## config.mk

```make
export PLATFORM = sky130hd
export DESIGN_NAME = RecursionFxp
export DESIGN_NICKNAME = d
export VERILOG_FILES = /design/src/hdl/FxpPkg.sv /design/src/hdl/RecursionPkg.sv /design/src/hdl/RecursionFxp.sv
export SDC_FILE = /design/constraint.sdc
export NUM_CORES = 2
export LEC_CHECK = 0
export BUFFER_PORTS_ARGS = -buffer_cell sky130_fd_sc_hd__buf_2
export CAP_MARGIN = 20
export CORE_MARGIN = 5
export CORE_UTILIZATION = 30
export CTS_CLUSTER_SIZE = 14
export DETAILED_ROUTE_END_ITERATION = 7
export GPL_TIMING_DRIVEN = 0
export PLACE_DENSITY_LB_ADDON = 0.08
export SLEW_MARGIN = 10
export SYNTH_ARGS = -nofsm -noshare
export SYNTH_HDL_FRONTEND = slang
export SYNTH_SLANG_ARGS = --single-unit
```

## constraint.sdc

```tcl
create_clock -name clkResult -period 12.15 [get_ports clkResult]
set_clock_uncertainty 0.15 [all_clocks]
set_input_delay 0.6075 -clock clkResult [delete_from_list [all_inputs] [get_ports clkResult]]
set_output_delay 0.6075 -clock clkResult [all_outputs]
set_load 0.02 [all_outputs]
```

## src/hdl/FxpPkg.sv

```systemverilog
package FxpPkg;

    // Two's complement format with sign, integer and fraction bits
    localparam int nInt = 8;
    localparam int nMant = 23;
    localparam int width = nInt + nMant + 1;

    typedef logic signed [width-1:0] FxpValue;

    typedef struct packed {
        FxpValue re;
        FxpValue im;
    } CplxFxp;

    typedef enum logic {
        opAdd,
        opMult
    } FxpOp;

    // Real product at double width, then back to the fixed-point grid by truncation
    function automatic FxpValue fxpMul(FxpValue a, FxpValue b);
        logic signed [2*width-1:0] prod;
        prod = a * b;
        prod = prod >>> nMant;
        return prod[width-1:0];
    endfunction

    function automatic CplxFxp cAdd(CplxFxp a, CplxFxp b);
        CplxFxp sum;
        sum.re = a.re + b.re;
        sum.im = a.im + b.im;
        return sum;
    endfunction

    function automatic CplxFxp cMul(CplxFxp a, CplxFxp b);
        CplxFxp prod;
        prod.re = fxpMul(a.re, b.re) - fxpMul(a.im, b.im);
        prod.im = fxpMul(a.re, b.im) + fxpMul(a.im, b.re);
        return prod;
    endfunction

endpackage

```

## src/hdl/RecursionPkg.sv

```systemverilog
package RecursionPkg;

    localparam int maxRows = 8;
    localparam int maxBits = 32;

    // Builds a complex constant from values given in thousandths
    function automatic FxpPkg::CplxFxp cplxMilli(int re, int im);
        FxpPkg::CplxFxp c;
        c.re = FxpPkg::FxpValue'((longint'(re) <<< FxpPkg::nMant) / 1000);
        c.im = FxpPkg::FxpValue'((longint'(im) <<< FxpPkg::nMant) / 1000);
        return c;
    endfunction

    // Recursion factors, all inside the unit circle
    localparam FxpPkg::CplxFxp lookbackFactor [maxRows] = '{
        cplxMilli(900, 100), cplxMilli(850, -200),
        cplxMilli(700, 300), cplxMilli(600, -400),
        cplxMilli(500, 450), cplxMilli(400, -500),
        cplxMilli(300, 600), cplxMilli(200, -700)
    };

    localparam FxpPkg::CplxFxp outputWeight [maxRows] = '{
        cplxMilli(120, -30), cplxMilli(-80, 60),
        cplxMilli(50, 90), cplxMilli(-40, -70),
        cplxMilli(30, 20), cplxMilli(-25, 45),
        cplxMilli(15, -35), cplxMilli(10, 5)
    };

    // Input weight F for one row and bit, spread over roughly +-0.2
    function automatic FxpPkg::CplxFxp inputWeight(int row, int bitIdx);
        int k;
        k = row * maxBits + bitIdx;
        return cplxMilli(((k * 37) % 41 - 20) * 10, ((k * 23) % 37 - 18) * 10);
    endfunction

endpackage

```

## src/hdl/RecursionFxp.sv

```systemverilog
`timescale 1ns/1ps

module RecursionFxp #(
    parameter int row = 0
) (
    input  logic           clkResult,
    input  logic           arstN,
    input  logic           enable,
    input  FxpPkg::CplxFxp x,
    output FxpPkg::CplxFxp state
);

    localparam FxpPkg::CplxFxp factor = RecursionPkg::lookbackFactor[row];

    FxpPkg::CplxFxp nextState;

    // state = x + L * state
    assign nextState = FxpPkg::cAdd(x, FxpPkg::cMul(factor, state));

    always_ff @(posedge clkResult or negedge arstN) begin
        if (!arstN) begin
            state <= '0;
        end else if (enable) begin
            state <= nextState;
        end
    end

endmodule

```

==> flow_summary.toml <==
[run_status]
status = "complete, no violations"

[synth]
synth_top_area_cell = "fa_1"
synth_edf_count = 0
synth_top_family_by_area = "adder cells"
syn_area_um2 = 49000
async_flop_share = 1.00
synth_ff_type = "dfrtp_1"
synthXorXnorAreaFrac = 0.0474
yosys_warnings = 0
postSynthCellCount = 5201
ys_ff_latch = 64
synth_seq_area_share = 0.0327
synthMuxAreaShare = 0.00671
syn_nets = 7122
synth_top_area_frac = 0.443
ys_types = 83
synth-simple-area-share = 0.0527
avgSynthCellArea_um2 = 9.43
netlist_top_cells_area = "fa_1 44%, ha_1 20%, inv_1 13%, dfrtp_1 3.3%, xnor2_1 2.9%"
synthAdderAreaFrac = 0.640
synth_compound_gate_area_share = 0.0827

[clock_tree]
cts_tree = "built"
clock_sinks = 64
path_clk_slew_ps = 80
cts_buffers = 9
postCtsSetupBuffers = 0
clk_latency_ps = 410
htreeDepth = 3
ctsRootBufferMaster = "clkbuf_16"
clockBufferDepth = 2
holdBufCountCts = 0

[placement]
place.gp.congestion = 0.893
hpwl_um = 162000
place_area_um2 = 52500
port_buffers = 129

[worst_setup_path]
cpMaxStageDelayCell = "dfrtp_1"
path_max_fanout = 8
end_kind = "flip-flop"
cpMostUsedCell = "fa_1"
start_kind = "flip-flop"
crit_path_max_incr_delay_ps = 830
required_ps = 12310
cp.arrival_ps = 11800
critPathKind = "reg -> reg"

[finish]
regArea_um2 = 1620
final_cell_area_um2 = 52800
fin_util = 0.325
biggestRegsByFlops = "state x64"
drive_above_1_share = 0.0372
largest-register = "state"
areaGrowthSynthToFinish_pct = 7.77
multiInputGateArea_um2 = 40700
n_fill_cell = 17300
fin_nets = 7265
largest_reg_flops = 64

[global_routing]
grt_max_degree = 43
gr-usage-met2 = 0.355
globalRouteMet1Util = 0.299
grt_pass1_vias = 36800
busiest_layer = "met2"
track_usage = 0.208
grt-ovfl-total = 0
antenna_found_initial = 3
grtUsageMet3 = 0.0141
grt_pass1_wl_um = 258000

[timing]
grt_setup_unrepaired = "false"
timing.hold.ws_ps = 34.7
min_period_ps = 11640
hold_viol_final = 0
tightest_slew_ps = 1050
setup_violations = 0
relSlewSlack = 0.302
max_freq_ghz = 0.0859
slew_viol_final = 0
timing.final.crit_share = 0.958

[hold_path]
hp-class = "in -> async"

[die]
dieArea_um2 = 172000
start_util = 0.302
coreArea_um2 = 163000
die_x_um = 414
fp.dieH_um = 414
num_rows = 148
io_pins = 131

[routing]
drt.antenna.violating_nets = 0
drc_errors = 0
drtIter0Drc = 1819
dr.pass1.iters = 6
wl_per_cell_um = 23.5
vias_per_cell = 4.50
wl_um = 177000
vias = 33900

[run]
cap_viol_max_count = 0
==> final timing paths <==
kind | start | endpoint | slack [ps] | cells after the start
min in group clkResult | x[32] | state[32]$_DFFE_PN0P_ | 470 | 3
max in group asynchronous | arstN | state[63]$_DFFE_PN0P_ | 11110 | 2
max reg2reg | state[42]$_DFFE_PN0P_ | state[63]$_DFFE_PN0P_ | 510 | 37
min | arstN | state[11]$_DFFE_PN0P_ | 30 | 1
min reg2reg | state[5]$_DFFE_PN0P_ | state[5]$_DFFE_PN0P_ | 620 | 2
max | state[42]$_DFFE_PN0P_ | state[63]$_DFFE_PN0P_ | 510 | 37
==> area by class of cell <==
type,count,area share
inverter,1763,0.125
antenna,2,0.0000947
sequential,64,0.0306
clock buffer,11,0.00440
timing repair buffer,132,0.0135
buffer,42,0.00305
tap,2175,0.0515
clock inverter,4,0.00133
multi-input combinational,3332,0.770
==> placed cells by master (no fill, tap or decap), types with 5 or more instances in the layout <==
cell type,count
and2_1,7
a22oi_1,7
o21ai_0,149
o21bai_1,16
or2_2,7
o31ai_1,11
o211ai_1,13
a2111oi_0,6
and3_1,17
mux2_2,5
clkbuf_16,9
mux2i_1,25
a21oi_1,182
buf_2,131
ha_1,769
nand3_1,38
xor2_1,94
a221oi_1,7
nand2_1,162
a21o_1,78
o22ai_1,8
fa_1,1084
o21a_1,39
inv_1,1760
a211oi_1,26
o21ai_1,13
nor3_1,40
buf_1,7
xnor2_1,160
nand4_1,26
or3_1,10
dfrtp_2,11
a31oi_1,22
nor2_1,155
dfrtp_1,53
nor4_1,7
nor2b_1,33
clkbuf_1,34
nand2b_1,28
==> routing by layer <==
metal | up-vias | share of wire
met5 | - | 0
met1 | 17200 | 0.48
met2 | 590 | 0.48
met3 | 51 | 0.027
li1 | 16000 | -
met4 | 0 | 0.0096
==> worst max-delay path: cells and delay by family, from the launching register on <==
family	cells	cell delay, ps
DFF	1	830
and+or+nand+nor	7	1730
adders and majority gates	10	4650
AOI/OAI and AO/OA	12	2630
xor gates and xnor gates	2	920
buffers and inverters	6	600
==> Yosys cell counts (4+ instances only) <==
library cell     n
xor2_1          94
xnor2_1        160
dfrtp_1         64
a22oi_1          7
nor2b_1         33
a31o_2           4
and4_1           4
nand2_1        162
mux2_2           5
o21ai_0        149
o22ai_1          8
clkbuf_1        32
or3_1           10
or2_2            7
o21bai_1        16
o41ai_1          4
nor2_1         155
a211oi_1        28
o31ai_1         11
a221o_1          4
ha_1           770
buf_1           10
nor4_1           7
and3_1          17
a21oi_1        183
inv_1         1760
o211ai_1        13
o21a_1          39
and2_1           7
nor3_1          40
o21ai_1         14
fa_1          1084
nand2b_1        28
a221oi_1         8
a2111oi_0        6
a31oi_1         22
a21o_1          78
nand3_1         38
mux2i_1         25
nand4_1         26
==> kinds of logic (layout without fill, tap and decap cells) <==
logic type / Yosys count / after routing
buffers and inverters: 1805 / 1952
DFF: 64 / 64
adders and majority gates: 1856 / 1856
AOI/OAI and AO/OA: 637 / 637
and+or+nand+nor: 549 / 549
muxes: 31 / 31
xor gates and xnor gates: 259 / 259
other: 0 / 2
==> timing repair <==
action / 4_1_cts / 5_1_grt
cloned: 0 / 0
endpoints found under the setup margin: 11 / 8
resized for setup: 8 / 8
==> metrics by stage <==
| stage | TNS, ps | setup slack [ps] | cells |
|---|---|---|---|
| 2_1_floorplan | 0 | 1690 | 5201 |
| 3_3_place_gp | -11970 | -1110 | 7505 |
| 3_5_place_dp | -1320 | -346 | 7508 |
| 4_1_cts | 0 | 6.70 | 7523 |
| 5_1_grt | 0 | 2.24 | 7523 |
| 6_report | 0 | 511 | 7525 |
Power is not shown: default switching activity piles up to over one toggle a cycle in this logic, so the estimate is an artifact.
