File: config.mk
export PLATFORM = sky130hd
export DESIGN_NAME = SumFxp
export DESIGN_NICKNAME = d
export VERILOG_FILES = /design/src/hdl/FxpPkg.sv /design/src/hdl/SumFxp.sv
export SDC_FILE = /design/constraint.sdc
export NUM_CORES = 1
export LEC_CHECK = 0
export ABC_AREA = 1
export BUFFER_PORTS_ARGS = -buffer_cell sky130_fd_sc_hd__clkbuf_2
export CORE_MARGIN = 2
export CORE_UTILIZATION = 45
export CTS_CLUSTER_SIZE = 8
export DETAILED_ROUTE_END_ITERATION = 16
export PLACE_DENSITY_LB_ADDON = 0.25
export SKIP_CTS_REPAIR_TIMING = 1
export SLEW_MARGIN = 0
export SYNTH_ARGS = -nofsm -noshare
export SYNTH_HDL_FRONTEND = slang
export SYNTH_SLANG_ARGS = --single-unit
File: constraint.sdc
create_clock -name clkResult -period 0.8 [get_ports clkResult]
set_input_delay 0.04 -clock clkResult [delete_from_list [all_inputs] [get_ports clkResult]]
set_output_delay 0.04 -clock clkResult [all_outputs]
set_load 0.01 [all_outputs]
File: src/hdl/FxpPkg.sv
package FxpPkg;

    // Two's complement format with sign, integer and fraction bits
    localparam int nInt = 8;
    localparam int nMant = 23;
    localparam int width = nInt + nMant + 1;

    typedef logic signed [width-1:0] FxpValue;

    typedef struct packed {
        FxpValue re;
        FxpValue im;
    } CplxFxp;

    typedef enum logic {
        opAdd,
        opMult
    } FxpOp;

    // Real product at double width, then back to the fixed-point grid by truncation
    function automatic FxpValue fxpMul(FxpValue a, FxpValue b);
        logic signed [2*width-1:0] prod;
        prod = a * b;
        prod = prod >>> nMant;
        return prod[width-1:0];
    endfunction

    function automatic CplxFxp cAdd(CplxFxp a, CplxFxp b);
        CplxFxp sum;
        sum.re = a.re + b.re;
        sum.im = a.im + b.im;
        return sum;
    endfunction

    function automatic CplxFxp cMul(CplxFxp a, CplxFxp b);
        CplxFxp prod;
        prod.re = fxpMul(a.re, b.re) - fxpMul(a.im, b.im);
        prod.im = fxpMul(a.re, b.im) + fxpMul(a.im, b.re);
        return prod;
    endfunction

endpackage

File: src/hdl/SumFxp.sv
`timescale 1ns/1ps

module SumFxp #(
    parameter int numRows = 4
) (
    input  logic            clkResult,
    input  logic            arstN,
    input  FxpPkg::FxpValue terms [numRows],
    output FxpPkg::FxpValue total
);

    localparam int numLeaves = 1 << $clog2(numRows);

    // Heap-ordered adder tree, leaves start at numLeaves-1
    FxpPkg::FxpValue node [2*numLeaves-1];

    for (genvar i = 0; i < numLeaves; i++) begin : gLeaf
        if (i < numRows) begin : gTerm
            assign node[numLeaves-1+i] = terms[i];
        end else begin : gPad
            assign node[numLeaves-1+i] = '0;
        end
    end

    for (genvar n = 0; n < numLeaves - 1; n++) begin : gNode
        assign node[n] = node[2*n+1] + node[2*n+2];
    end

    always_ff @(posedge clkResult or negedge arstN) begin
        if (!arstN) begin
            total <= '0;
        end else begin
            total <= node[0];
        end
    end

endmodule

==> results.md <==
Power and ir drop:
- The total power draw is between 0.02 and 0.025 W.
- The internal portion of the total power is 0.0114 W.
- Of the total power, combinational logic draws 75.8%.
- The total leakage power is 4.71 nW.
- The fraction of power consumed by sequential logic is roughly 13%.
- The largest vdd supply drop is 1320 uV.
- The total power density per cell area is 2690 mW/mm^2.
- The analysis attributes to net switching a power of 0.00991 W.
- The switching fraction of total power is 46.6%.
- In this run, the clock network consumes 11.3% of the power.

Die:
- The starting density of the core is 46.7%.
- The number of top-level design ports is around 160.
- The die covers 0.0122 mm^2.
- The die boundary height is 110 um.
- The die extent in x is 110 um.
- The placeable core area is 0.0109 mm^2.
- The number of rows created at floorplan is 38.

STA:
- The maximum frequency from static timing analysis is between 0.4 and 0.5 GHz.
- The transition time of the tightest slew-check pin is 0.278 ns.
- After layout, the worst setup slack is -1.45 ns.
- The final hold violation count was 0.
- Setup violations remaining at the end of the flow were counted as 53.
- Across all hold checks on the routed design, the worst slack comes to 0.000231 ns.
- The sum of negative setup slack is -39.39 ns.
- The worst path uses 281% of the clock period.
- Subtracting the final worst setup slack from the clock period gives approximately 2.3 ns.
- The worst slew margin relative to its limit is 81.3%.
- The total count of max-transition violations in the final report is 0.
- Setup repair after global routing could not meet its margin everywhere.

Placement:
- The placed cell area is 0.00686 mm^2.
- Port buffering added 161 buffers.
- Routability-driven placement finished with a final weighted congestion of a little under 0.9.
- The final HPWL from detailed placement is approximately 11 mm.

Drt:
- The violation count after the first detailed-routing iteration is between 100 and 150.
- The number of search-and-repair iterations in the first detailed-routing pass is 4.
- The total vias in the final route is 5,045.
- After detailed routing, the total wire length is 13.3 mm.
- Once detail routing completed, the nets flagged for antenna violations numbered 0.
- After detailed routing, the number of remaining DRC violations is 0.
- Dividing the detail-routed wire length by the instance count gives 11.9 um.
- The vias per cell is 4.52.

Critical path:
- The count of cell instances traversed by the critical path is 11.
- The worst setup path is of the in2reg kind.
- The worst setup path is captured at a flip-flop.
- The critical path required time is 0.96 ns.
- The dominant delay contributor by cell family on the critical path is adder cells.
- The worst setup path is launched from an input port.
- The number of buffers and inverters on the critical path is 2.
- The critical path goes through buf_6 -> fa_1 -> fa_1 -> ha_4 -> fa_2 -> nand3_4 -> nand3_4 -> nand3_2 -> nand3_4 -> buf_6 -> xor2_1.
- In this run the worst path has a maximum fanout of 3.
- The data arrival time at the worst-slack endpoint is 2.41 ns.
- The most frequent cell on the critical path is sky130_fd_sc_hd__nand3_4.
- The slowest cell on the critical path is sky130_fd_sc_hd__fa_1.
- The delay of the slowest cell on the worst path is 0.55 ns.

Clocking:
- No sink is reached through more buffers than the 2 on the longest clock path.
- The total CTS buffers is 5.
- The maximum level of the CTS H-tree is 2.
- The root buffer selected by CTS is sky130_fd_sc_hd__clkbuf_16.
- Counting every sink on the clock net gives 32.
- The clock slew at the register clock pins of the worst setup and hold paths is 0.06 ns.
- TritonCTS built the clock tree.

Final layout:
- The filler cells instantiated in the layout total around 840.
- The antenna diode count is 0.
- At the end of the flow, the number of nets in the layout was 1,198.
- The register with the most flip-flops in the layout has 32 of them.
- total holds more flip-flops than any other register.
- The share of cells above drive strength 1 is 47.3%.
- The post-synthesis to final-layout area growth is 55.0%.
- The largest registers in the layout are total x32.
- The fraction of the core area covered by cells at the end of the flow is between 70 and 80%.
- The cell area after layout is 0.00791 mm^2.

Synth:
- Of the synthesized area, sequential elements account for approximately 16%.
- For this run, the number of Yosys warnings is 0.
- The average instance area after synthesis is 6.81 um^2.
- Ranked by total cell area, the synthesized netlist is headed by sky130_fd_sc_hd__fa_1 24%, sky130_fd_sc_hd__inv_1 20%, sky130_fd_sc_hd__dfrtp_1 16%, sky130_fd_sc_hd__nand2_1 15%, sky130_fd_sc_hd__ha_1 7.6%.
- The synthesized design contains 32 register bits.
- The number of library cell types mapped by synthesis is 24.
- The post-synthesis instance total is 749.
- The mapped netlist covers 0.00510 mm^2.
- The net count of the mapped netlist is 972.
- The cell accounting for the most synthesized area is sky130_fd_sc_hd__fa_1.
- The fraction of post-synthesis cell area in the top cell type by area is 24.3%.

Min path:
- The tightest min-delay check is of the in2reg type.
- Counting instances, the worst hold path has a depth of 2.

Global routing:
- The global-route wire length before repair is 20.8 mm.
- The initial antenna violation count was 0.
- The total congestion overflow after global routing is 0.
- The via count of the first global-routing pass is 4,813.
- The global routing usage summed across all routing layers is 20.3%.
- The largest net degree at the start of global routing is 33.

Run status:
- The checks that failed: setup timing.
- The run finished, with violations left.

Run:
- Across the run, the number of max-cap violations was 0.
[worst paths after layout]
check / startpoint / to / slack (ns)
min in group asynchronous: arstN / total[13]$_DFF_PN0_ / 0.28
hold / removal: terms[96] / total[0]$_DFF_PN0_ / 0.0002
max in group asynchronous: arstN / total[0]$_DFF_PN0_ / 0.33
setup / recovery: terms[1] / total[13]$_DFF_PN0_ / -1.45
[layer usage]
metal	global-route usage [%]	part of all wire, %
met5	0	0
met4	3.00	1.7
met2	36.4	53
met3	2.96	4.2
met1	26.6	41
[synthesized netlist by cell type]
master / n
sky130_fd_sc_hd__o21bai_2: 1
sky130_fd_sc_hd__xnor2_1: 2
sky130_fd_sc_hd__nor3_2: 5
sky130_fd_sc_hd__nor2_1: 34
sky130_fd_sc_hd__ha_1: 31
sky130_fd_sc_hd__o21ai_0: 1
sky130_fd_sc_hd__nand4_1: 2
sky130_fd_sc_hd__inv_2: 8
sky130_fd_sc_hd__a21o_1: 1
sky130_fd_sc_hd__dfrtp_1: 32
sky130_fd_sc_hd__nor2_2: 4
sky130_fd_sc_hd__fa_1: 62
sky130_fd_sc_hd__a21oi_2: 2
sky130_fd_sc_hd__a21oi_1: 15
sky130_fd_sc_hd__nor3b_2: 1
sky130_fd_sc_hd__nand2_2: 23
sky130_fd_sc_hd__nand2_1: 205
sky130_fd_sc_hd__nor2_4: 2
sky130_fd_sc_hd__o21bai_1: 3
sky130_fd_sc_hd__nand3_1: 23
sky130_fd_sc_hd__xor2_1: 17
sky130_fd_sc_hd__nand3_2: 4
sky130_fd_sc_hd__inv_1: 270
sky130_fd_sc_hd__nor3_1: 1
[per-stage QoR]
step,setup WS (ns),std cells
4_1_cts,-1.46,1101
3_3_place_gp,-1.70,1093
5_1_grt,-1.53,1116
6_report,-1.45,1116
3_5_place_dp,-1.73,1093
2_1_floorplan,-1.42,749
[power by group through the flow]
stage	registers [W]	logic, W	clock network, W
3_5_place_dp	0.00273	0.0129	0
4_1_cts	0.00271	0.0129	0.00243
5_1_grt	0.00278	0.0177	0.00248
2_1_floorplan	0.00314	0.00808	0
6_report	0.00274	0.0161	0.00241
3_3_place_gp	0.00273	0.0126	0
[area by class of cell]
type	count	area (um^2)	area share, %
clock buffer	7	153	1.93
clock inverter	1	30.0	0.380
inverter	278	1070	13.6
multi-input combinational	439	4240	53.6
sequential	32	801	10.1
tap	140	175	2.22
timing repair buffer	219	1430	18.1
[logic make-up after synthesis]
| family | share of synthesized area (%) |
|---|---|
| and+or+nand+nor | 25.9 |
| buffers and inverters | 20.5 |
| adders and majority gates | 31.9 |
| DFF | 15.7 |
| AOI/OAI and AO/OA | 2.72 |
| xor gates and xnor gates | 3.26 |
[placed cells by master (no fill, tap or decap), types with 2 or more instances in the layout]
| cell type | count |
|---|---|
| sky130_fd_sc_hd__inv_1 | 233 |
| sky130_fd_sc_hd__clkbuf_2 | 140 |
| sky130_fd_sc_hd__nand2_1 | 131 |
| sky130_fd_sc_hd__nand2_2 | 69 |
| sky130_fd_sc_hd__fa_1 | 57 |
| sky130_fd_sc_hd__buf_4 | 43 |
| sky130_fd_sc_hd__inv_2 | 35 |
| sky130_fd_sc_hd__buf_6 | 32 |
| sky130_fd_sc_hd__dfrtp_1 | 32 |
| sky130_fd_sc_hd__ha_4 | 28 |
| sky130_fd_sc_hd__nand2_4 | 27 |
| sky130_fd_sc_hd__nor2_1 | 23 |
| sky130_fd_sc_hd__xor2_1 | 14 |
| sky130_fd_sc_hd__nor2_2 | 13 |
| sky130_fd_sc_hd__a21oi_2 | 13 |
| sky130_fd_sc_hd__nand3_1 | 11 |
| sky130_fd_sc_hd__nand3_2 | 9 |
| sky130_fd_sc_hd__inv_4 | 9 |
| sky130_fd_sc_hd__nand3_4 | 7 |
| sky130_fd_sc_hd__fa_2 | 5 |
| sky130_fd_sc_hd__clkbuf_16 | 5 |
| sky130_fd_sc_hd__nor3_4 | 4 |
| sky130_fd_sc_hd__nor2_4 | 4 |
| sky130_fd_sc_hd__a21oi_4 | 3 |
| sky130_fd_sc_hd__xor2_2 | 3 |
| sky130_fd_sc_hd__o21bai_1 | 2 |
| sky130_fd_sc_hd__xnor2_1 | 2 |
| sky130_fd_sc_hd__nand4_1 | 2 |
| sky130_fd_sc_hd__ha_1 | 2 |
| sky130_fd_sc_hd__clkbuf_8 | 2 |
No activity file was read; power rests on OpenSTA's default activity.
