==> src/hdl/FxpPkg.sv <==
package FxpPkg;

    // Two's complement format with sign, integer and fraction bits
    localparam int nInt = 8;
    localparam int nMant = 23;
    localparam int width = nInt + nMant + 1;

    typedef logic signed [width-1:0] FxpValue;

    typedef struct packed {
        FxpValue re;
        FxpValue im;
    } CplxFxp;

    typedef enum logic {
        opAdd,
        opMult
    } FxpOp;

    // Real product at double width, then back to the fixed-point grid by truncation
    function automatic FxpValue fxpMul(FxpValue a, FxpValue b);
        logic signed [2*width-1:0] prod;
        prod = a * b;
        prod = prod >>> nMant;
        return prod[width-1:0];
    endfunction

    function automatic CplxFxp cAdd(CplxFxp a, CplxFxp b);
        CplxFxp sum;
        sum.re = a.re + b.re;
        sum.im = a.im + b.im;
        return sum;
    endfunction

    function automatic CplxFxp cMul(CplxFxp a, CplxFxp b);
        CplxFxp prod;
        prod.re = fxpMul(a.re, b.re) - fxpMul(a.im, b.im);
        prod.im = fxpMul(a.re, b.im) + fxpMul(a.im, b.re);
        return prod;
    endfunction

endpackage

==> src/hdl/RecursionPkg.sv <==
package RecursionPkg;

    localparam int maxRows = 8;
    localparam int maxBits = 32;

    // Builds a complex constant from values given in thousandths
    function automatic FxpPkg::CplxFxp cplxMilli(int re, int im);
        FxpPkg::CplxFxp c;
        c.re = FxpPkg::FxpValue'((longint'(re) <<< FxpPkg::nMant) / 1000);
        c.im = FxpPkg::FxpValue'((longint'(im) <<< FxpPkg::nMant) / 1000);
        return c;
    endfunction

    // Recursion factors, all inside the unit circle
    localparam FxpPkg::CplxFxp lookbackFactor [maxRows] = '{
        cplxMilli(900, 100), cplxMilli(850, -200),
        cplxMilli(700, 300), cplxMilli(600, -400),
        cplxMilli(500, 450), cplxMilli(400, -500),
        cplxMilli(300, 600), cplxMilli(200, -700)
    };

    localparam FxpPkg::CplxFxp outputWeight [maxRows] = '{
        cplxMilli(120, -30), cplxMilli(-80, 60),
        cplxMilli(50, 90), cplxMilli(-40, -70),
        cplxMilli(30, 20), cplxMilli(-25, 45),
        cplxMilli(15, -35), cplxMilli(10, 5)
    };

    // Input weight F for one row and bit, spread over roughly +-0.2
    function automatic FxpPkg::CplxFxp inputWeight(int row, int bitIdx);
        int k;
        k = row * maxBits + bitIdx;
        return cplxMilli(((k * 37) % 41 - 20) * 10, ((k * 23) % 37 - 18) * 10);
    endfunction

endpackage

==> src/hdl/LutUnit.sv <==
`timescale 1ns/1ps

module LutUnit #(
    parameter int row = 0,
    parameter int numCtrl = 4,
    parameter int downSample = 3,
    parameter int lutSize = 4,
    localparam int sampleBits = numCtrl * downSample
) (
    input  logic                  clkResult,
    input  logic                  arstN,
    input  logic [sampleBits-1:0] sample,
    output FxpPkg::CplxFxp        y
);

    localparam int numGroups = (sampleBits + lutSize - 1) / lutSize;
    localparam int tableSize = 2 ** lutSize;

    // Sum of +F or -F over the bits of one group for one table index
    // Bit i of the reversed sample uses inputWeight(row, i)
    function automatic FxpPkg::CplxFxp groupSum(int group, int index);
        FxpPkg::CplxFxp acc;
        FxpPkg::CplxFxp f;
        int bitIdx;
        acc = '0;
        for (int b = 0; b < lutSize; b++) begin
            bitIdx = group * lutSize + b;
            if (bitIdx < sampleBits) begin
                f = RecursionPkg::inputWeight(row, bitIdx);
                if (!index[b]) begin
                    f.re = -f.re;
                    f.im = -f.im;
                end
                acc = FxpPkg::cAdd(acc, f);
            end
        end
        return acc;
    endfunction

    logic [sampleBits-1:0] reversed;
    logic [numGroups*lutSize-1:0] padded;
    FxpPkg::CplxFxp lutTable [numGroups][tableSize];
    FxpPkg::CplxFxp groupOut [numGroups];
    FxpPkg::CplxFxp total;

    // Reverse the sample order in steps of one control vector
    for (genvar j = 0; j < downSample; j++) begin : gReverse
        assign reversed[numCtrl*j +: numCtrl] = sample[numCtrl*(downSample-j-1) +: numCtrl];
    end

    // Last group may be partial, upper bits stay zero
    always_comb begin
        padded = '0;
        padded[sampleBits-1:0] = reversed;
    end

    for (genvar g = 0; g < numGroups; g++) begin : gGroup
        for (genvar v = 0; v < tableSize; v++) begin : gEntry
            assign lutTable[g][v] = groupSum(g, v);
        end
        assign groupOut[g] = lutTable[g][padded[g*lutSize +: lutSize]];
    end

    always_comb begin
        total = '0;
        for (int g = 0; g < numGroups; g++) begin
            total = FxpPkg::cAdd(total, groupOut[g]);
        end
    end

    always_ff @(posedge clkResult or negedge arstN) begin
        if (!arstN) begin
            y <= '0;
        end else begin
            y <= total;
        end
    end

endmodule

==> config.mk <==
export PLATFORM = sky130hd
export DESIGN_NAME = LutUnit
export DESIGN_NICKNAME = d
export VERILOG_FILES = /design/src/hdl/FxpPkg.sv /design/src/hdl/RecursionPkg.sv /design/src/hdl/LutUnit.sv
export SDC_FILE = /design/constraint.sdc
export NUM_CORES = 1
export LEC_CHECK = 0
export BUFFER_PORTS_ARGS = -buffer_cell sky130_fd_sc_hd__clkbuf_2
export CELL_PAD_IN_SITES_DETAIL_PLACEMENT = 0
export CELL_PAD_IN_SITES_GLOBAL_PLACEMENT = 1
export CORE_MARGIN = 2
export CORE_UTILIZATION = 50
export CTS_CLUSTER_SIZE = 40
export DETAILED_ROUTE_END_ITERATION = 10
export GPL_TIMING_DRIVEN = 0
export PLACE_DENSITY = 0.9
export REMOVE_ABC_BUFFERS = 1
export SETUP_SLACK_MARGIN = 0.3
export SYNTH_ARGS = -nofsm -noshare
export SYNTH_HDL_FRONTEND = slang
export SYNTH_SLANG_ARGS = --single-unit
==> constraint.sdc <==
create_clock -name clkResult -period 0.8 [get_ports clkResult]
set_input_delay 0.12 -clock clkResult [delete_from_list [all_inputs] [get_ports clkResult]]
set_output_delay 0.12 -clock clkResult [all_outputs]
set_load 0.05 [all_outputs]
==> flow_summary.toml, run 1 <==
[clock_network]
tritoncts = "done"
root_buffer = "clkbuf_16"
cts_buffers = 9
clkTransAtPathRegs_ns = 0.06
clock_sinks = 63
cts_buffer_depth = 2
htree_levels = 3

[setup_path]
endpoint_kind = "register"
path_max_fanout = 5
crit_path_max_incr_delay_ns = 0.47
crit_arrival_ns = 3.51
slowest_stage = "fa_1"
crit_chain = "clkbuf_16 > clkinvlp_4 > ha_4 > nor2b_4 > a21oi_2 > a21oi_2 > fa_1 > buf_4 > buf_6 > fa_2 > nand2b_4 > a21o_4 > a21oi_4 > a2111oi_4 > o31ai_4 > buf_6 > o211ai_1"
critPathRequiredTime_ns = 1.01
path_class = "in2reg"
startpoint = "sample[8]"
critPathLaunchType = "input pin"

[drt]
routed_wl_mm = 23.91
antenna_left = 0
wl_per_cell_um = 19.70
viasPerCell = 6.031
drc = 0
drt-initial-drc-count = 823
first_pass_iters = 5
via_count = 7322

[synthesis]
synth_cell_types = 62
synth_area_leaders = "dfrtp_1 21%, ha_1 16%, fa_1 10%"
yosys.area.top_type = "dfrtp_1"
synth-seq-cells = 63
synthFlopType = "dfrtp_1"
synth_top_area_share_pct = 21.23
synth_common_cells = "97 x ha_1, 90 x a21oi_1, 79 x inv_1"
synthArstFlopShare_pct = 100.0
synthCells = 889
synth-edff-count = 0
synth_area_um2 = 7426
yosysMostFrequentCell = "ha_1"
yosysWarnings = 0
avgSynthCellArea_um2 = 8.353
ys_seq_area_share_pct = 21.23

[final_layout]
diodes = 0
largest_registers = "y (63)"
post_route_cells_drive_above_1_share_pct = 34.76
top_register = "y"
fillerInstances = 949
largest_reg_flops = 63
nets = 1174
area_delta_synth_final_pct = 46.18

[floorplanning]
start_util_pct = 51.09
die_area_um2 = 15840
die-width_um = 125.9
row_count = 44
core_area_um2 = 14530
ios = 78
die_h_um = 125.9

[power]
powerDensity_nw_per_um2 = 3391
p_leak_nw = 4.848
peakVddDrop_mv = 2.457

[sta]
fin_crit_sh_pct = 412.2
slew_headroom_pct = 62.37
finalHoldViolCount = 63
hold_ws_ns = -0.2542
worstMarginPinSlew_ns = 0.5618
worst_slack_ns = -2.497
fin_crit_ns = 3.297
rsz0062_at_grt = "true"
setup_viol = 125
final_max_slew_viol_count = 0
fmax_mhz = 303.3

[global_routing]
grt_start_max_net_pins = 64
gr-total-overflow = 0
antenna_found_initial = 0
grt_pass1_vias = 6807
grt_first_pass_wirelength_mm = 35.80
track_usage_pct = 28.40

[place]
pre_cts_ws_ns = -3.925
hpwlAfterDp_mm = 14.37
place.gp.congestion = 0.9230
io_buffers = 76

[flow_run]
max_cap_violations = 0

[outcome]
violations = "negative hold slack, negative setup slack"
status = "finished with violations"

[worst_hold_path]
min_path_type = "in2async"
-- where the power goes --
part | total [mW] | switching, mW | internal, mW
clock network | 4.49 | 1.72 | 2.77
registers | 5.90 | 1.05 | 4.84
logic | 26.4 | 14.8 | 11.6
total | 36.8 | 17.6 | 19.2
-- routing by layer --
layer,track usage [%],routed length (µm),vias to the layer above
met5,0,0,-
met3,6.839,1861,61
met1,38.09,9858,3554
li1,-,-,3370
met4,8.662,763,0
met2,45.79,11430,337
-- layout by cell type, fill, tap and decap left out, drive strengths merged, types with 4 or more instances in the layout --
cell type	count
buf	152
ha	97
a21oi	94
o21ai	80
inv	73
nand2	70
nor2	66
dfrtp	63
fa	38
a21o	27
xnor2	27
clkbuf	23
xor2	21
a31oi	17
o211ai	13
nor2b	13
nand3	12
nor3	11
mux2i	11
a211oi	11
nand2b	11
clkinvlp	9
a21boi	9
o21a	8
o21bai	8
o31ai	7
and2	6
or2	5
nand4	4
-- per-stage QoR --
step           setup TNS [ns]  power, mW  utilization [%]  instances  area [µm²]
3_3_place_gp          -254.39      23.38            54.20       1108        7878
4_1_cts               -132.65      33.73            70.88       1195       10300
2_1_floorplan         -137.77      19.50                -        848        7267
3_5_place_dp          -214.49      23.49            54.22       1108        7880
5_1_grt               -145.98      38.81            74.69       1214       10860
6_report              -140.04      36.81            74.69       1214       10860
-- cell type report --
| cell class | instances | area (µm²) | share of cell area (%) |
|---|---|---|---|
| Inverter | 79 | 336.6 | 3.101 |
| Sequential cell | 63 | 1577 | 14.52 |
| Clock inverter | 7 | 105.1 | 0.9682 |
| Clock buffer | 9 | 225.2 | 2.075 |
| Multi-Input combinational cell | 706 | 6371 | 58.69 |
| Tap cell | 184 | 230.2 | 2.121 |
| Timing Repair Buffer | 166 | 2011 | 18.52 |
-- path summary, 6_finish.rpt --
kind	endpoint	slack, ns	cells after the start
setup / recovery	y[28]	-2.50	17
hold / removal	y[20]	-0.25	1
max in group asynchronous	y[51]	0.67	1
min in group clkResult	y[1]	0.27	3
-- critical path: cells and delay by family --
family	cells	cell delay, ns
adders and majority gates	3	1.18
and+or+nand+nor	2	0.35
buffers and inverters	5	0.65
AOI/OAI and AO/OA	7	1.21
-- kinds of logic after synthesis --
logic type / share of synthesized area, %
XOR/XNOR: 5.661
AO/OA/AOI/OAI: 25.38
AND/OR/NAND/NOR: 12.97
multiplexers: 1.938
buffers and inverters: 6.133
flip-flops: 21.23
other: 0.1011
adder cells (fa/ha/maj): 26.59
-- timing repair --
item | 4_1_cts | 5_1_grt
resized for setup | 350 | 129
pin swaps | 76 | 61
buffers inserted | 70 | 16
hold endpoints to repair | 63 | 63
gates cloned | 1 | 3
setup endpoints to repair | 188 | 125
Note: power is estimated with default switching activity, not from simulation.
==> run 2, diff against run 1 <==
--- a/config.mk
+++ b/config.mk
@@ -5,15 +5,17 @@
 export SDC_FILE = /design/constraint.sdc
 export NUM_CORES = 1
 export LEC_CHECK = 0
+export ABC_CLOCK_PERIOD_IN_PS = 3760
 export BUFFER_PORTS_ARGS = -buffer_cell sky130_fd_sc_hd__clkbuf_2
 export CELL_PAD_IN_SITES_DETAIL_PLACEMENT = 0
 export CELL_PAD_IN_SITES_GLOBAL_PLACEMENT = 1
+export CORE_ASPECT_RATIO = 2
 export CORE_MARGIN = 2
-export CORE_UTILIZATION = 50
+export CORE_UTILIZATION = 46
 export CTS_CLUSTER_SIZE = 40
 export DETAILED_ROUTE_END_ITERATION = 10
 export GPL_TIMING_DRIVEN = 0
-export PLACE_DENSITY = 0.9
+export PLACE_DENSITY = 0.84
 export REMOVE_ABC_BUFFERS = 1
 export SETUP_SLACK_MARGIN = 0.3
 export SYNTH_ARGS = -nofsm -noshare
==> constraint.sdc (replaced) <==
create_clock -name clkResult -period 3.76 [get_ports clkResult]
set_input_delay 0.564 -clock clkResult [delete_from_list [all_inputs] [get_ports clkResult]]
set_output_delay 0.564 -clock clkResult [all_outputs]
set_load 0.05 [all_outputs]
==> flow_summary.toml, run 2 (synthesized netlist as in run 1, its figures left out) <==
[outcome]
status = "finished, final reports clean"

[global_routing]
gr-total-overflow = 0
antenna_found_initial = 0
track_usage_pct = 28.34
grt_pass1_vias = 7006
grt_first_pass_wirelength_mm = 36.69
grt_start_max_net_pins = 64

[clock_network]
tritoncts = "done"
clock_sinks = 63
clkTransAtPathRegs_ns = 0.06
cts_buffers = 9
htree_levels = 3
cts_buffer_depth = 2
root_buffer = "clkbuf_16"

[drt]
routed_wl_mm = 23.95
drc = 0
viasPerCell = 5.744
first_pass_iters = 7
drt-initial-drc-count = 410
via_count = 6939
antenna_left = 0
wl_per_cell_um = 19.83

[sta]
finalHoldViolCount = 0
setup_viol = 0
slew_headroom_pct = 36.07
worst_slack_ns = 0.0002673
rsz0062_at_grt = "true"
final_max_slew_viol_count = 0
fin_crit_sh_pct = 99.99
worstMarginPinSlew_ns = 0.9504
fmax_mhz = 266.0
tns_ns = 0
fin_crit_ns = 3.760

[final_layout]
top_register = "y"
area_delta_synth_final_pct = 31.96
layout_commonest_cell = "ha_1"
final_util_pct = 62.11
largest_reg_flops = 63
nets = 1152
post_route_cells_drive_above_1_share_pct = 29.69
diodes = 0
final_cell_mix = "71 x ha_1, 70 x a21oi_1, 67 x inv_1"
largest_registers = "y (63)"

[power]
peakVddDrop_mv = 0.4995
p_clk_share_pct = 14.1
p_total_mw = 6.688
p_seq_share_pct = 16.6
net-switching-power_mw = 3.453
powerDensity_nw_per_um2 = 682.5
p_leak_nw = 4.509
p_comb_share_pct = 69.3
intPower_mw = 3.235
swShare_pct = 51.63

[floorplanning]
die_h_um = 183.7
die-width_um = 93.84
start_util_pct = 47.07
ios = 78
core_area_um2 = 15780
row_count = 65
die_area_um2 = 17240

[setup_path]
crit_arrival_ns = 3.99
path_class = "in2reg"
critPathLaunchType = "input pin"
path_max_fanout = 5
critPathRequiredTime_ns = 3.99
endpoint_kind = "register"

[flow_run]
max_cap_violations = 0

[place]
pre_cts_ws_ns = -1.679
io_buffers = 76
place.gp.congestion = 1.006
hpwlAfterDp_mm = 17.87

[worst_hold_path]
min_path_type = "in2async"
[run 2: changes by cell type in the layout (fill, tap and decap cells not counted), sizes merged]
| cell | previous run | this run |
|---|---|---|
| buf | 152 | 68 |
| clkinvlp | 9 | 8 |
| clkbuf | 23 | 88 |
| clkinv | 2 | 1 |
| inv | 73 | 71 |
[run 2: per-stage QoR]
| step | hold slack, ns | instances | area, µm² |
|---|---|---|---|
| global route | 0.4526 | 1208 | 9799 |
| global placement | 1.011 | 1125 | 7899 |
| finish | 0.3511 | 1208 | 9799 |
| detailed placement | 0.7615 | 1125 | 7901 |
| floorplan | 0.2684 | 848 | 7267 |
| CTS | 0.3880 | 1194 | 9484 |
[run 2: power groups by stage]
stage               registers [mW]  logic (mW)  clock network [mW]
floorplan                     2.32        1.83                   0
global placement              1.11        3.96                   0
detailed placement            1.12        3.98                   0
CTS                           1.11        4.46               0.965
global route                  1.14        4.96               0.977
finish                        1.11        4.64               0.944
[run 2: per-layer routing]
metal / track usage, % / part of all wire, % / wire length (µm) / vias up
met5: 0 / 0 / 0 / -
met4: 23.30 / 9.8 / 2344 / 0
met2: 54.06 / 55 / 13250 / 207
met1: 25.42 / 32 / 7622 / 3312
li1: - / - / - / 3321
met3: 3.321 / 3.1 / 731 / 99
[run 2: how the worst max path moves through the flow]
stage | slack (ns) | startpoint | endpoint | depth (start not counted)
final | 0.0003 | sample[0] | y[16] | 16
after global routing | -0.07 | sample[8] | y[22] | 18
after CTS | 0.04 | sample[8] | y[22] | 18
after detailed placement | -1.68 | sample[1] | y[52] | 16
after global placement | -1.70 | sample[6] | y[22] | 16
after floorplan | -0.20 | sample[1] | y[52] | 15
[run 2: critical path: stages]
cell and delay, ns:
clkbuf_16 0.11, clkinvlp_4 0.12, buf_6 0.17, ha_1 0.27
a21oi_1 0.38, fa_1 0.49, inv_1 0.07, ha_2 0.31
o21a_1 0.23, o21ai_2 0.19, a21oi_4 0.08, buf_4 0.15
a21o_1 0.19, a41o_1 0.24, or2_2 0.28, xor2_1 0.15
[run 2: layout make-up]
type / instances / area [µm²]
clock inverter: 3 / 65.06
fill: 1414 / 5978
timing repair buffer: 144 / 1135
tap: 201 / 251.5
clock buffer: 12 / 266.5
sequential: 63 / 1577
multi-input combinational: 706 / 6171
inverter: 79 / 334.1
[run 2: repair_timing]
item                                    CTS  global route
gates cloned                              1             0
gates resized for setup                 183            51
hold buffers                              0             0
endpoints found under the setup margin   58            43
setup buffers                            53            14
pin swaps                                49            43
