--- src/hdl/FxpPkg.sv ---
package FxpPkg;

    // Two's complement format with sign, integer and fraction bits
    localparam int nInt = 8;
    localparam int nMant = 23;
    localparam int width = nInt + nMant + 1;

    typedef logic signed [width-1:0] FxpValue;

    typedef struct packed {
        FxpValue re;
        FxpValue im;
    } CplxFxp;

    typedef enum logic {
        opAdd,
        opMult
    } FxpOp;

    // Real product at double width, then back to the fixed-point grid by truncation
    function automatic FxpValue fxpMul(FxpValue a, FxpValue b);
        logic signed [2*width-1:0] prod;
        prod = a * b;
        prod = prod >>> nMant;
        return prod[width-1:0];
    endfunction

    function automatic CplxFxp cAdd(CplxFxp a, CplxFxp b);
        CplxFxp sum;
        sum.re = a.re + b.re;
        sum.im = a.im + b.im;
        return sum;
    endfunction

    function automatic CplxFxp cMul(CplxFxp a, CplxFxp b);
        CplxFxp prod;
        prod.re = fxpMul(a.re, b.re) - fxpMul(a.im, b.im);
        prod.im = fxpMul(a.re, b.im) + fxpMul(a.im, b.re);
        return prod;
    endfunction

endpackage

--- src/hdl/ComplexFxpUnit.sv ---
`timescale 1ns/1ps

module ComplexFxpUnit #(
    parameter FxpPkg::FxpOp op = FxpPkg::opAdd
) (
    input  logic           clkResult,
    input  logic           arstN,
    input  FxpPkg::CplxFxp a,
    input  FxpPkg::CplxFxp b,
    output FxpPkg::CplxFxp y
);

    FxpPkg::CplxFxp opResult;

    always_comb begin
        if (op == FxpPkg::opMult) begin
            opResult = FxpPkg::cMul(a, b);
        end else begin
            opResult = FxpPkg::cAdd(a, b);
        end
    end

    always_ff @(posedge clkResult or negedge arstN) begin
        if (!arstN) begin
            y <= '0;
        end else begin
            y <= opResult;
        end
    end

endmodule

--- config.mk ---
export PLATFORM = sky130hd
export DESIGN_NAME = ComplexFxpUnit
export DESIGN_NICKNAME = d
export VERILOG_FILES = /design/src/hdl/FxpPkg.sv /design/src/hdl/ComplexFxpUnit.sv
export SDC_FILE = /design/constraint.sdc
export NUM_CORES = 1
export LEC_CHECK = 0
export ABC_CLOCK_PERIOD_IN_PS = 800
export BUFFER_PORTS_ARGS = -buffer_cell sky130_fd_sc_hd__buf_2
export CAP_MARGIN = 20
export CORE_AREA = 4 4 123 125
export DETAILED_ROUTE_END_ITERATION = 8
export DIE_AREA = 0 0 127 129
export GPL_TIMING_DRIVEN = 0
export PLACE_DENSITY = 0.64
export SLEW_MARGIN = 25
export SYNTH_ARGS = -nofsm -noshare
export SYNTH_HDL_FRONTEND = slang
export SYNTH_SLANG_ARGS = --single-unit
--- constraint.sdc ---
create_clock -name clkResult -period 0.8 [get_ports clkResult]
set_input_delay 0.16 -clock clkResult [delete_from_list [all_inputs] [get_ports clkResult]]
set_output_delay 0.16 -clock clkResult [all_outputs]
set_load 0.02 [all_outputs]
==> metrics.md, run 1 <==
| Metric | Value |
|---|---|
| Clk slew on worst S/H paths | 0.06 ns |
| Die H | 129 um |
| Worst IR drop on VDD | 0.869 mV |
| Yosys cell types | 54 |
| Core area | 0.0139 sq mm |
| Total Routing Usage GR | 17.6% |
| Placed wire-length estimate | 11400 um |
| Pwr/cell area | 1880 mW/mm^2 |
| Number of synthesized register bits | 64 |
| Worst endpoint required time | 1.00 ns |
| Fin util | 58.8% |
| Synth Net Count | 708 |
| Final estimated routing congestion in global placement | 0.919 |
| Yosys warns | 0 |
| Post-DRT Antenna Nets | 0 |
| Critical Path End Type | flop |
| Final nets | 961 |
| CP max-delay cell | a311oi_4 |
| First-pass GRT wire length | 23700 um |
| CTS Buffer Depth | 2 |
| CTS Sinks | 64 |
| Worst hold-check path type | primary input to async pin |
| WL final | 15100 um |
| Avg Inst Size Synth | 9.38 sq um |
| Fin area | 0.00817 sq mm |
| Layout area overhead | 69.4% |
| Via count | 4919 |
| Worst path max stage delay | 0.41 ns |
| Routed wire per std cell | 15.9 um |
| Initial Util | 34.7% |
| Status | finished with violations |
| Diode count | 0 |
| Startpoint types | primary input |
| Max-cap violation count | 0 |
| Crit path buffers/inverters | 1 |
| Kind of critical path | primary input to flop |
| Final worst-path cycle share | 273% |
| CTS Buf Count | 9 |
| DR DRC count | 0 |
| Top Family by Delay on Critical Path | compound AO/OA/AOI/OAI gates |
| CTS tree | yes |
| Achievable Freq | 458 MHz |
| Initial drt markers | 292 |
| Most used cell, CP | a21oi_2 |
| Final Critical Period | 2.18 ns |
| Final worst slack | -1.38 ns |
| CTS root buf | clkbuf_16 |
| Remaining global-route overflow | 0 |
| Largest registers | y (64) |
| Worst-Margin Slew | 0.498 ns |
| Top reg by flops | y |
| Worst hold slack | -0.279 ns |
| Placed inst area | 0.00655 sq mm |
| Cells along the critical path | buf_6 -> ha_4 -> fa_2 -> a21oi_2 -> o21ai_2 -> a2111o_1 -> a311oi_4 -> o41ai_4 -> a21oi_2 -> a21oi_2 -> xor2_1 |
| Number of synthesized flops with an enable pin | 0 |
| Max FO, Critical Path | 3 |
| Seq/Total Area, Yosys | 33.2% |
| Pins Over Slew Limit | 0 |
| Final Setup Violations | 123 |
| Failing checks | hold timing, setup timing |
| Layout cell share with drive strength beyond 1 | 50.3% |
| Htree depth | 3 |
| Initial antenna violation count | 0 |
| Row count | 43 |
| IO Count | 194 |
| Synth Instances | 514 |
| # port buffers | 193 |
| Static leakage | 3.75 nW |
| Post-synthesis async set-or-reset flop share | 100% |
| Die width | 127 um |
| First-pass detailed-route iteration total | 4 |
| Max reg flops | 64 |
| RSZ-0062 raised after global routing | yes |
| Post-Syn Area | 0.00482 sq mm |
| Dominant synthesized flop cell | dfrtp_1 |
| Worst slew margin | 66.8% |
| Largest net degree at the start of global routing | 42 |
| Die footprint | 0.0164 sq mm |
| Arr. time, crit path | 2.38 ns |
| Number of global-route vias before repair | 4968 |
| Vias/cell | 5.17 |
| Fin. Hold Viols | 23 |
==> metal layers <==
| layer | wire [um] | share of wire (%) | up-vias | track usage [%] |
|---|---|---|---|---|
| li1 | - | - | 2395 | - |
| met1 | 5950 | 39 | 2310 | 21.0 |
| met2 | 7920 | 52 | 182 | 31.9 |
| met3 | 819 | 5.4 | 32 | 2.70 |
| met4 | 420 | 2.8 | 0 | 6.31 |
| met5 | 0 | 0 | - | 0 |
==> power breakdown <==
part	internal, mW	switching, mW
clock network	2.41	1.34
logic	3.70	3.62
registers	3.95	0.360
==> cells by family after synthesis <==
group           synth area share (%)
compound gates                  24.9
xor+xnor                        11.1
fa+ha+maj                       16.9
buf+inv                         1.79
flops                           33.2
simple gates                    12.1
==> synth_stat cells (all sizes together), types with 2 or more instances <==
cell type  number  area share [%]
o41ai           2            0.67
xnor2          40             7.3
nand3          16             1.7
a221o           2            0.42
a211oi          9             1.4
nand2          37             2.9
and3            5            0.65
nor2b           7            0.91
inv            15             1.2
o21ai          29             3.0
nor4            2            0.39
nor2           40             3.1
o31ai           3            0.86
clkbuf          8            0.62
o21bai          4            0.62
a311o           2            0.44
or4             2            0.31
nor3            4            0.42
a2111oi         2            0.75
dfrtp          64              33
nand2b          4            0.52
xor2           21             3.8
a21o           28             4.4
a21boi          2            0.31
ha             62              16
a41oi           2            0.36
nand4           7            0.91
o21a            8             1.2
a31oi          12             1.6
fa              2            0.83
a21oi          58             6.2
==> cell type report <==
cell class / instances / area, sq um
fill: 1165 / 5710
multi-input combinational: 427 / 4030
timing repair buffer: 244 / 1930
sequential: 64 / 1600
clock buffer: 13 / 280
tap: 180 / 225
inverter: 15 / 56.3
buffer: 6 / 36.3
clock inverter: 2 / 12.5
==> worst max-delay path by stage <==
| stage | from | to | slack [ns] | cells after the start |
|---|---|---|---|---|
| floorplan | a[32] | y[60]$_DFF_PN0_ | -1.44 | 10 |
| global placement | a[32] | y[60]$_DFF_PN0_ | -1.94 | 11 |
| detailed placement | a[32] | y[60]$_DFF_PN0_ | -1.94 | 11 |
| CTS | b[32] | y[60]$_DFF_PN0_ | -1.43 | 11 |
| global route | a[32] | y[60]$_DFF_PN0_ | -1.42 | 11 |
| finish | a[32] | y[60]$_DFF_PN0_ | -1.38 | 11 |
==> through the flow <==
step                      total power [mW]  setup TNS, ns  cells  hold slack (ns)  worst slack (ns)
after detailed placement              9.65         -67.10    888           0.0765             -1.94
after CTS                             15.0         -59.66    936           -0.272             -1.43
after global placement                9.56        -107.13    887            0.403             -1.94
after global routing                  16.2         -66.55    951           -0.256             -1.42
after floorplan                       7.80         -47.94    514           -0.136             -1.44
final                                 15.4         -60.93    951           -0.279             -1.38
==> cells in the final DEF (no fill, tap or decap), types with 7 or more instances in the layout <==
cell       Yosys  final
ha_4           0     26
buf_6          0     97
xor2_1        21     20
a21oi_1       56     35
o21a_1         8      7
a21o_1        28     28
buf_4          0     33
inv_1         15     14
nor2_1        40     37
buf_2          0    113
nand4_1        7      7
a21oi_2        2     19
dfrtp_1       64     64
nand3_1       16     11
xnor2_1       40     28
nand2_1       37     32
clkbuf_16      0      9
ha_1          62     31
xnor2_2        0     12
o21ai_0       24     19
==> what timing repair did <==
action / CTS / global route
setup endpoints to repair: 121 / 124
hold endpoints to repair: 23 / 23
pin swaps: 57 / 41
resized for setup: 189 / 51
setup buffers: 35 / 20
No activity file was read; power rests on OpenSTA's default activity.
==> inputs of run 2 (changes only) <==
--- a/config.mk
+++ b/config.mk
@@ -5,7 +5,7 @@
 export SDC_FILE = /design/constraint.sdc
 export NUM_CORES = 1
 export LEC_CHECK = 0
-export ABC_CLOCK_PERIOD_IN_PS = 800
+export ABC_CLOCK_PERIOD_IN_PS = 2000
 export BUFFER_PORTS_ARGS = -buffer_cell sky130_fd_sc_hd__buf_2
 export CAP_MARGIN = 20
 export CORE_AREA = 4 4 123 125
==> constraint.sdc (replaced) <==
create_clock -name clkResult -period 2 [get_ports clkResult]
set_input_delay 0.4 -clock clkResult [delete_from_list [all_inputs] [get_ports clkResult]]
set_output_delay 0.4 -clock clkResult [all_outputs]
set_load 0.02 [all_outputs]
==> run 2 against run 1 <==
Effect of this change: via count shrank 1.1%; power fell by 62%; combinational power is 67% lower; core utilization decreased by 5.2 points; setup slack improved by 0.93 ns; count of clock-buffer cells in the layout shrank 2; the run ends with setup timing left; critical endpoint is now y[56]$_DFF_PN0_; die area did not move.
==> metrics.md, run 2 (synthesized netlist as in run 1, its figures left out) <==
| Metric | Value |
|---|---|
| Final std cells w/o fill | 943 |
| Clk slew on worst S/H paths | 0.06 ns |
| Psw | 2.05 mW |
| Worst slew margin | 68.1% |
| Pwr/cell area | 778 mW/mm^2 |
| Initial Util | 34.7% |
| Htree depth | 3 |
| Routed wire per std cell | 16.1 um |
| Failing checks | setup timing |
| CTS Buffer Depth | 2 |
| Int Pwr | 3.74 mW |
| Share of power burned in registers | 28.3% |
| Placed inst area | 0.00637 sq mm |
| Gate power share | 42.1% |
| Commonest non-fill, non-tap cell in the layout | buf_2 |
| First-pass detailed-route iteration total | 4 |
| CTS tree | yes |
| Core area | 0.0139 sq mm |
| Die width | 127 um |
| Die footprint | 0.0164 sq mm |
| Final worst-path cycle share | 122% |
| Startpoint types | primary input |
| Final nets | 951 |
| Worst endpoint required time | 2.24 ns |
| Max-cap violation count | 0 |
| Net switching fraction of the power | 35.4% |
| CTS Buf Count | 9 |
| Largest net degree at the start of global routing | 36 |
| CTS root buf | clkbuf_16 |
| Total Routing Usage GR | 17.7% |
| Kind of critical path | primary input to flop |
| Worst hold-check path type | primary input to async pin |
| Status | finished with violations |
| First-pass GRT wire length | 23800 um |
| Number of global-route vias before repair | 5054 |
| Remaining global-route overflow | 0 |
| Worst IR drop on VDD | 0.353 mV |
| Static leakage | 3.49 nW |
| Arr. time, crit path | 2.68 ns |
| Layout area overhead | 54.3% |
| Fin. Hold Viols | 0 |
| Placed cell count | 888 |
| Initial drt markers | 296 |
| Final Setup Violations | 19 |
| Final estimated routing congestion in global placement | 0.872 |
| Pins Over Slew Limit | 0 |
| Power Total | 5.79 mW |
| Initial antenna violation count | 1 |
| Final Critical Period | 2.45 ns |
| Vias/cell | 5.16 |
| Max FO, Critical Path | 3 |
| Post-DRT Antenna Nets | 0 |
| RSZ-0062 raised after global routing | yes |
| Critical Path End Type | flop |
| Final TNS setup | -4.11 ns |
| Die H | 129 um |
| DR DRC count | 0 |
| IO Count | 194 |
| Layout cell share with drive strength beyond 1 | 45.4% |
| Hold buffers post-CTS | 0 |
| Largest registers | y (64) |
| Max reg flops | 64 |
| Most frequent cells in the layout | buf_2 (181), dfrtp_1 (64), nor2_1 (38) |
| WL final | 15100 um |
| Worst-Margin Slew | 0.479 ns |
| CTS Sinks | 64 |
| Via count | 4867 |
| Row count | 43 |
| Top reg by flops | y |
| # port buffers | 193 |
| Clock group share of total power | 29.5% |
| Final worst slack | -0.447 ns |
| Launch point of the worst path | b[32] |
| Fin area | 0.00744 sq mm |
| Placed wire-length estimate | 11700 um |
| Achievable Freq | 409 MHz |
[run 2: metal layers]
metal | vias up | wire length [um] | GRT usage (%)
li1 | 2372 | - | -
met5 | - | 0 | 0
met1 | 2288 | 5990 | 20.5
met2 | 175 | 7950 | 32.2
met4 | 0 | 436 | 7.70
met3 | 32 | 762 | 3.15
[run 2: path summary, 6_finish.rpt]
check / to / slack [ns] / cells past startpoint
min in group clkResult: y[0]$_DFF_PN0_ / 0.29 / 2
max: y[56]$_DFF_PN0_ / -0.45 / 11
max in group asynchronous: y[56]$_DFF_PN0_ / 1.43 / 2
min: y[9]$_DFF_PN0_ / 0.03 / 1
[run 2: cell type report]
| type | instances | area [sq um] |
|---|---|---|
| multi-input cells | 427 | 3810 |
| flip-flops and latches | 64 | 1600 |
| clock inverters | 5 | 80.1 |
| plain buffers | 6 | 35.0 |
| inverters | 15 | 56.3 |
| well taps | 180 | 225 |
| diodes | 1 | 2.50 |
| fillers | 1251 | 6440 |
| clock buffers | 11 | 243 |
| repair buffers | 234 | 1380 |
[run 2: per-stage QoR]
step	utilization, %	hold slack, ns	setup WS, ns
after floorplan	-	0.104	-0.483
after global placement	45.7	0.643	-0.947
after detailed placement	45.9	0.392	-0.959
after CTS	51.6	0.0329	-0.446
after global routing	53.6	0.0556	-0.468
final	53.6	0.0310	-0.447
[run 2: power by group through the flow]
stage | Combinational (mW) | Clock (mW) | Sequential (mW)
after floorplan | 1.02 | 0 | 2.04
after global placement | 2.10 | 0 | 1.66
after detailed placement | 2.13 | 0 | 1.67
after CTS | 2.33 | 1.75 | 1.65
after global routing | 2.63 | 1.80 | 1.67
final | 2.44 | 1.71 | 1.64
[run 2: critical path, cell delays in order]
cell and delay (ns):
buf_6 0.10, ha_4 0.16, fa_2 0.39, a21oi_4 0.16, o21ai_2 0.09, a2111o_1 0.36, a311oi_4 0.43, o41ai_4 0.14
a21o_1 0.18, a21oi_2 0.13, xnor2_1 0.14
[run 2: what timing repair did]
action                     4_1_cts  5_1_grt
gates resized for setup         53       35
pin swaps                       41       37
setup endpoints to repair       20       31
setup buffers                   25       18
==> inputs of run 3 (changes only) <==
--- a/config.mk
+++ b/config.mk
@@ -5,14 +5,13 @@
 export SDC_FILE = /design/constraint.sdc
 export NUM_CORES = 1
 export LEC_CHECK = 0
-export ABC_CLOCK_PERIOD_IN_PS = 2000
+export ABC_CLOCK_PERIOD_IN_PS = 2600
 export BUFFER_PORTS_ARGS = -buffer_cell sky130_fd_sc_hd__buf_2
-export CAP_MARGIN = 20
 export CORE_AREA = 4 4 123 125
 export DETAILED_ROUTE_END_ITERATION = 8
 export DIE_AREA = 0 0 127 129
 export GPL_TIMING_DRIVEN = 0
-export PLACE_DENSITY = 0.64
+export PLACE_DENSITY = 0.62
 export SLEW_MARGIN = 25
 export SYNTH_ARGS = -nofsm -noshare
 export SYNTH_HDL_FRONTEND = slang
==> constraint.sdc (replaced) <==
create_clock -name clkResult -period 2.6 [get_ports clkResult]
set_input_delay 0.52 -clock clkResult [delete_from_list [all_inputs] [get_ports clkResult]]
set_output_delay 0.52 -clock clkResult [all_outputs]
set_load 0.02 [all_outputs]
==> run 3 against run 2 <==
Effect of this change: the flow now finishes without violations; sequential share of layout area up 3.2 points; final cell count fell by 3.9%; design area is 13% lower; count of clock-buffer cells in the layout stayed put; power is 30% lower; non-clock buffer count decreased by 34; routed wire length is 13% lower; global-route usage is 2.2 points lower; via count decreased by 5.8%; largest cell class unchanged; sequential power shrank 23%.
==> metrics.md, run 3 (synthesized netlist as in run 1, its figures left out) <==
| Metric | Value |
|---|---|
| Largest net degree at the start of global routing | 41 |
| Final Critical Period | 2.54 ns |
| Vias/cell | 5.06 |
| CTS Buffer Depth | 2 |
| Achievable Freq | 394 MHz |
| Worst endpoint required time | 2.84 ns |
| Placed wire-length estimate | 11000 um |
| WL final | 13200 um |
| Fin. Hold Viols | 0 |
| Hold buffers post-CTS | 0 |
| Fillers | 1366 |
| Startpoint types | primary input |
| Pins Over Slew Limit | 0 |
| Worst-Margin Slew | 0.577 ns |
| IO Count | 194 |
| Arr. time, crit path | 2.79 ns |
| Clk slew on worst S/H paths | 0.05 ns |
| Kind of critical path | primary input to flop |
| Total Routing Usage GR | 15.6% |
| Largest registers | y (64) |
| Top reg by flops | y |
| Pwr/cell area | 623 mW/mm^2 |
| Max-cap violation count | 0 |
| Initial antenna violation count | 0 |
| First-pass GRT wire length | 21100 um |
| CTS Buf Count | 9 |
| Final worst-path cycle share | 97.7% |
| Final Setup Violations | 0 |
| Die footprint | 0.0164 sq mm |
| Static leakage | 3.20 nW |
| First-pass detailed-route iteration total | 5 |
| Number of global-route vias before repair | 4531 |
| Layout cell share with drive strength beyond 1 | 32.6% |
| Diode count | 0 |
| Gate power share | 39.3% |
| Int Pwr | 2.61 mW |
| CTS Sinks | 64 |
| Die H | 129 um |
| Critical Path End Type | flop |
| Worst hold-check path type | primary input to async pin |
| Clock group share of total power | 29.3% |
| Final estimated routing congestion in global placement | 0.877 |
| Routed wire per std cell | 14.6 um |
| Final worst slack | 0.0593 ns |
| DR DRC count | 0 |
| # port buffers | 193 |
| Fin util | 46.6% |
| Share of power burned in registers | 31.4% |
| Final nets | 917 |
| Remaining global-route overflow | 0 |
| Core area | 0.0139 sq mm |
| CTS root buf | clkbuf_16 |
| Initial Util | 34.7% |
| Max FO, Critical Path | 4 |
| Most frequent cells in the layout | buf_2 (190), dfrtp_1 (64), ha_1 (61) |
| Via count | 4586 |
| Layout area overhead | 34.1% |
| Pre-CTS setup slack | -0.491 ns |
| Max reg flops | 64 |
| RSZ-0062 raised after global routing | yes |
| Initial drt markers | 316 |
| Worst slew margin | 60.5% |
| Status | finished clean |
| Post-DRT Antenna Nets | 0 |
| Psw | 1.42 mW |
| Worst IR drop on VDD | 0.274 mV |
| Die width | 127 um |
| Net switching fraction of the power | 35.2% |
| Commonest non-fill, non-tap cell in the layout | buf_2 |
| Row count | 43 |
| CTS tree | yes |
| Htree depth | 3 |
run 3: metal layers:
metal  vias up  routed length, um  GRT usage [%]
met1      2122               5430           18.5
li1       2314                  -              -
met2       137               6850           28.4
met3        13                722           2.74
met4         0                195           5.24
met5         -                  0              0
run 3: per-stage QoR:
stage / instance area (sq um) / hold WS (ns) / setup TNS, ns / power, mW / cells
final: 6460 / 0.0909 / 0 / 4.03 / 906
after detailed placement: 6050 / 0.440 / -5.62 / 2.83 / 888
after global placement: 6030 / 0.740 / -4.94 / 2.81 / 887
after CTS: 6380 / 0.0863 / 0 / 4.05 / 903
after floorplan: 4840 / 0.224 / -0.00329 / 2.29 / 514
after global routing: 6460 / 0.109 / -0.113 / 4.27 / 906
run 3: worst max-delay path: stages:
cell	delay (ns)
buf_2	0.10
ha_1	0.21
fa_1	0.41
a21o_1	0.22
nand3_1	0.12
a32oi_2	0.20
a31oi_4	0.28
o21ai_1	0.19
a21o_1	0.19
a21oi_1	0.20
xnor2_1	0.14
run 3: final timing paths:
| check | slack, ns | start | cells after the start | endpoint |
|---|---|---|---|---|
| max | 0.06 | a[0] | 11 | y[24]$_DFF_PN0_ |
| min | 0.09 | arstN | 1 | y[35]$_DFF_PN0_ |
| max in group asynchronous | 1.99 | arstN | 2 | y[62]$_DFF_PN0_ |
| min in group clkResult | 0.41 | b[0] | 2 | y[0]$_DFF_PN0_ |
run 3: repair_timing:
| action | in CTS | in global routing |
|---|---|---|
| pin swaps | 1 | 2 |
| buffers inserted | 1 | 3 |
| gates resized for setup | 4 | 10 |
| endpoints found under the setup margin | 6 | 9 |
run 3: layout make-up:
| type | count | area (sq um) | area share, % |
|---|---|---|---|
| tap | 180 | 225 | 3.48 |
| timing repair buffer | 198 | 1030 | 15.9 |
| buffer | 8 | 30.0 | 0.464 |
| clock inverter | 3 | 42.5 | 0.658 |
| sequential | 64 | 1600 | 24.8 |
| multi-input combinational | 427 | 3230 | 49.9 |
| inverter | 15 | 56.3 | 0.871 |
| clock buffer | 11 | 253 | 3.91 |
run 3: power groups by stage:
stage | Combinational [mW] | Sequential (mW) | Clock [mW]
6_report | 1.58 | 1.26 | 1.18
5_1_grt | 1.72 | 1.28 | 1.27
4_1_cts | 1.56 | 1.27 | 1.22
3_5_place_dp | 1.55 | 1.28 | 0
3_3_place_gp | 1.53 | 1.28 | 0
2_1_floorplan | 0.717 | 1.57 | 0
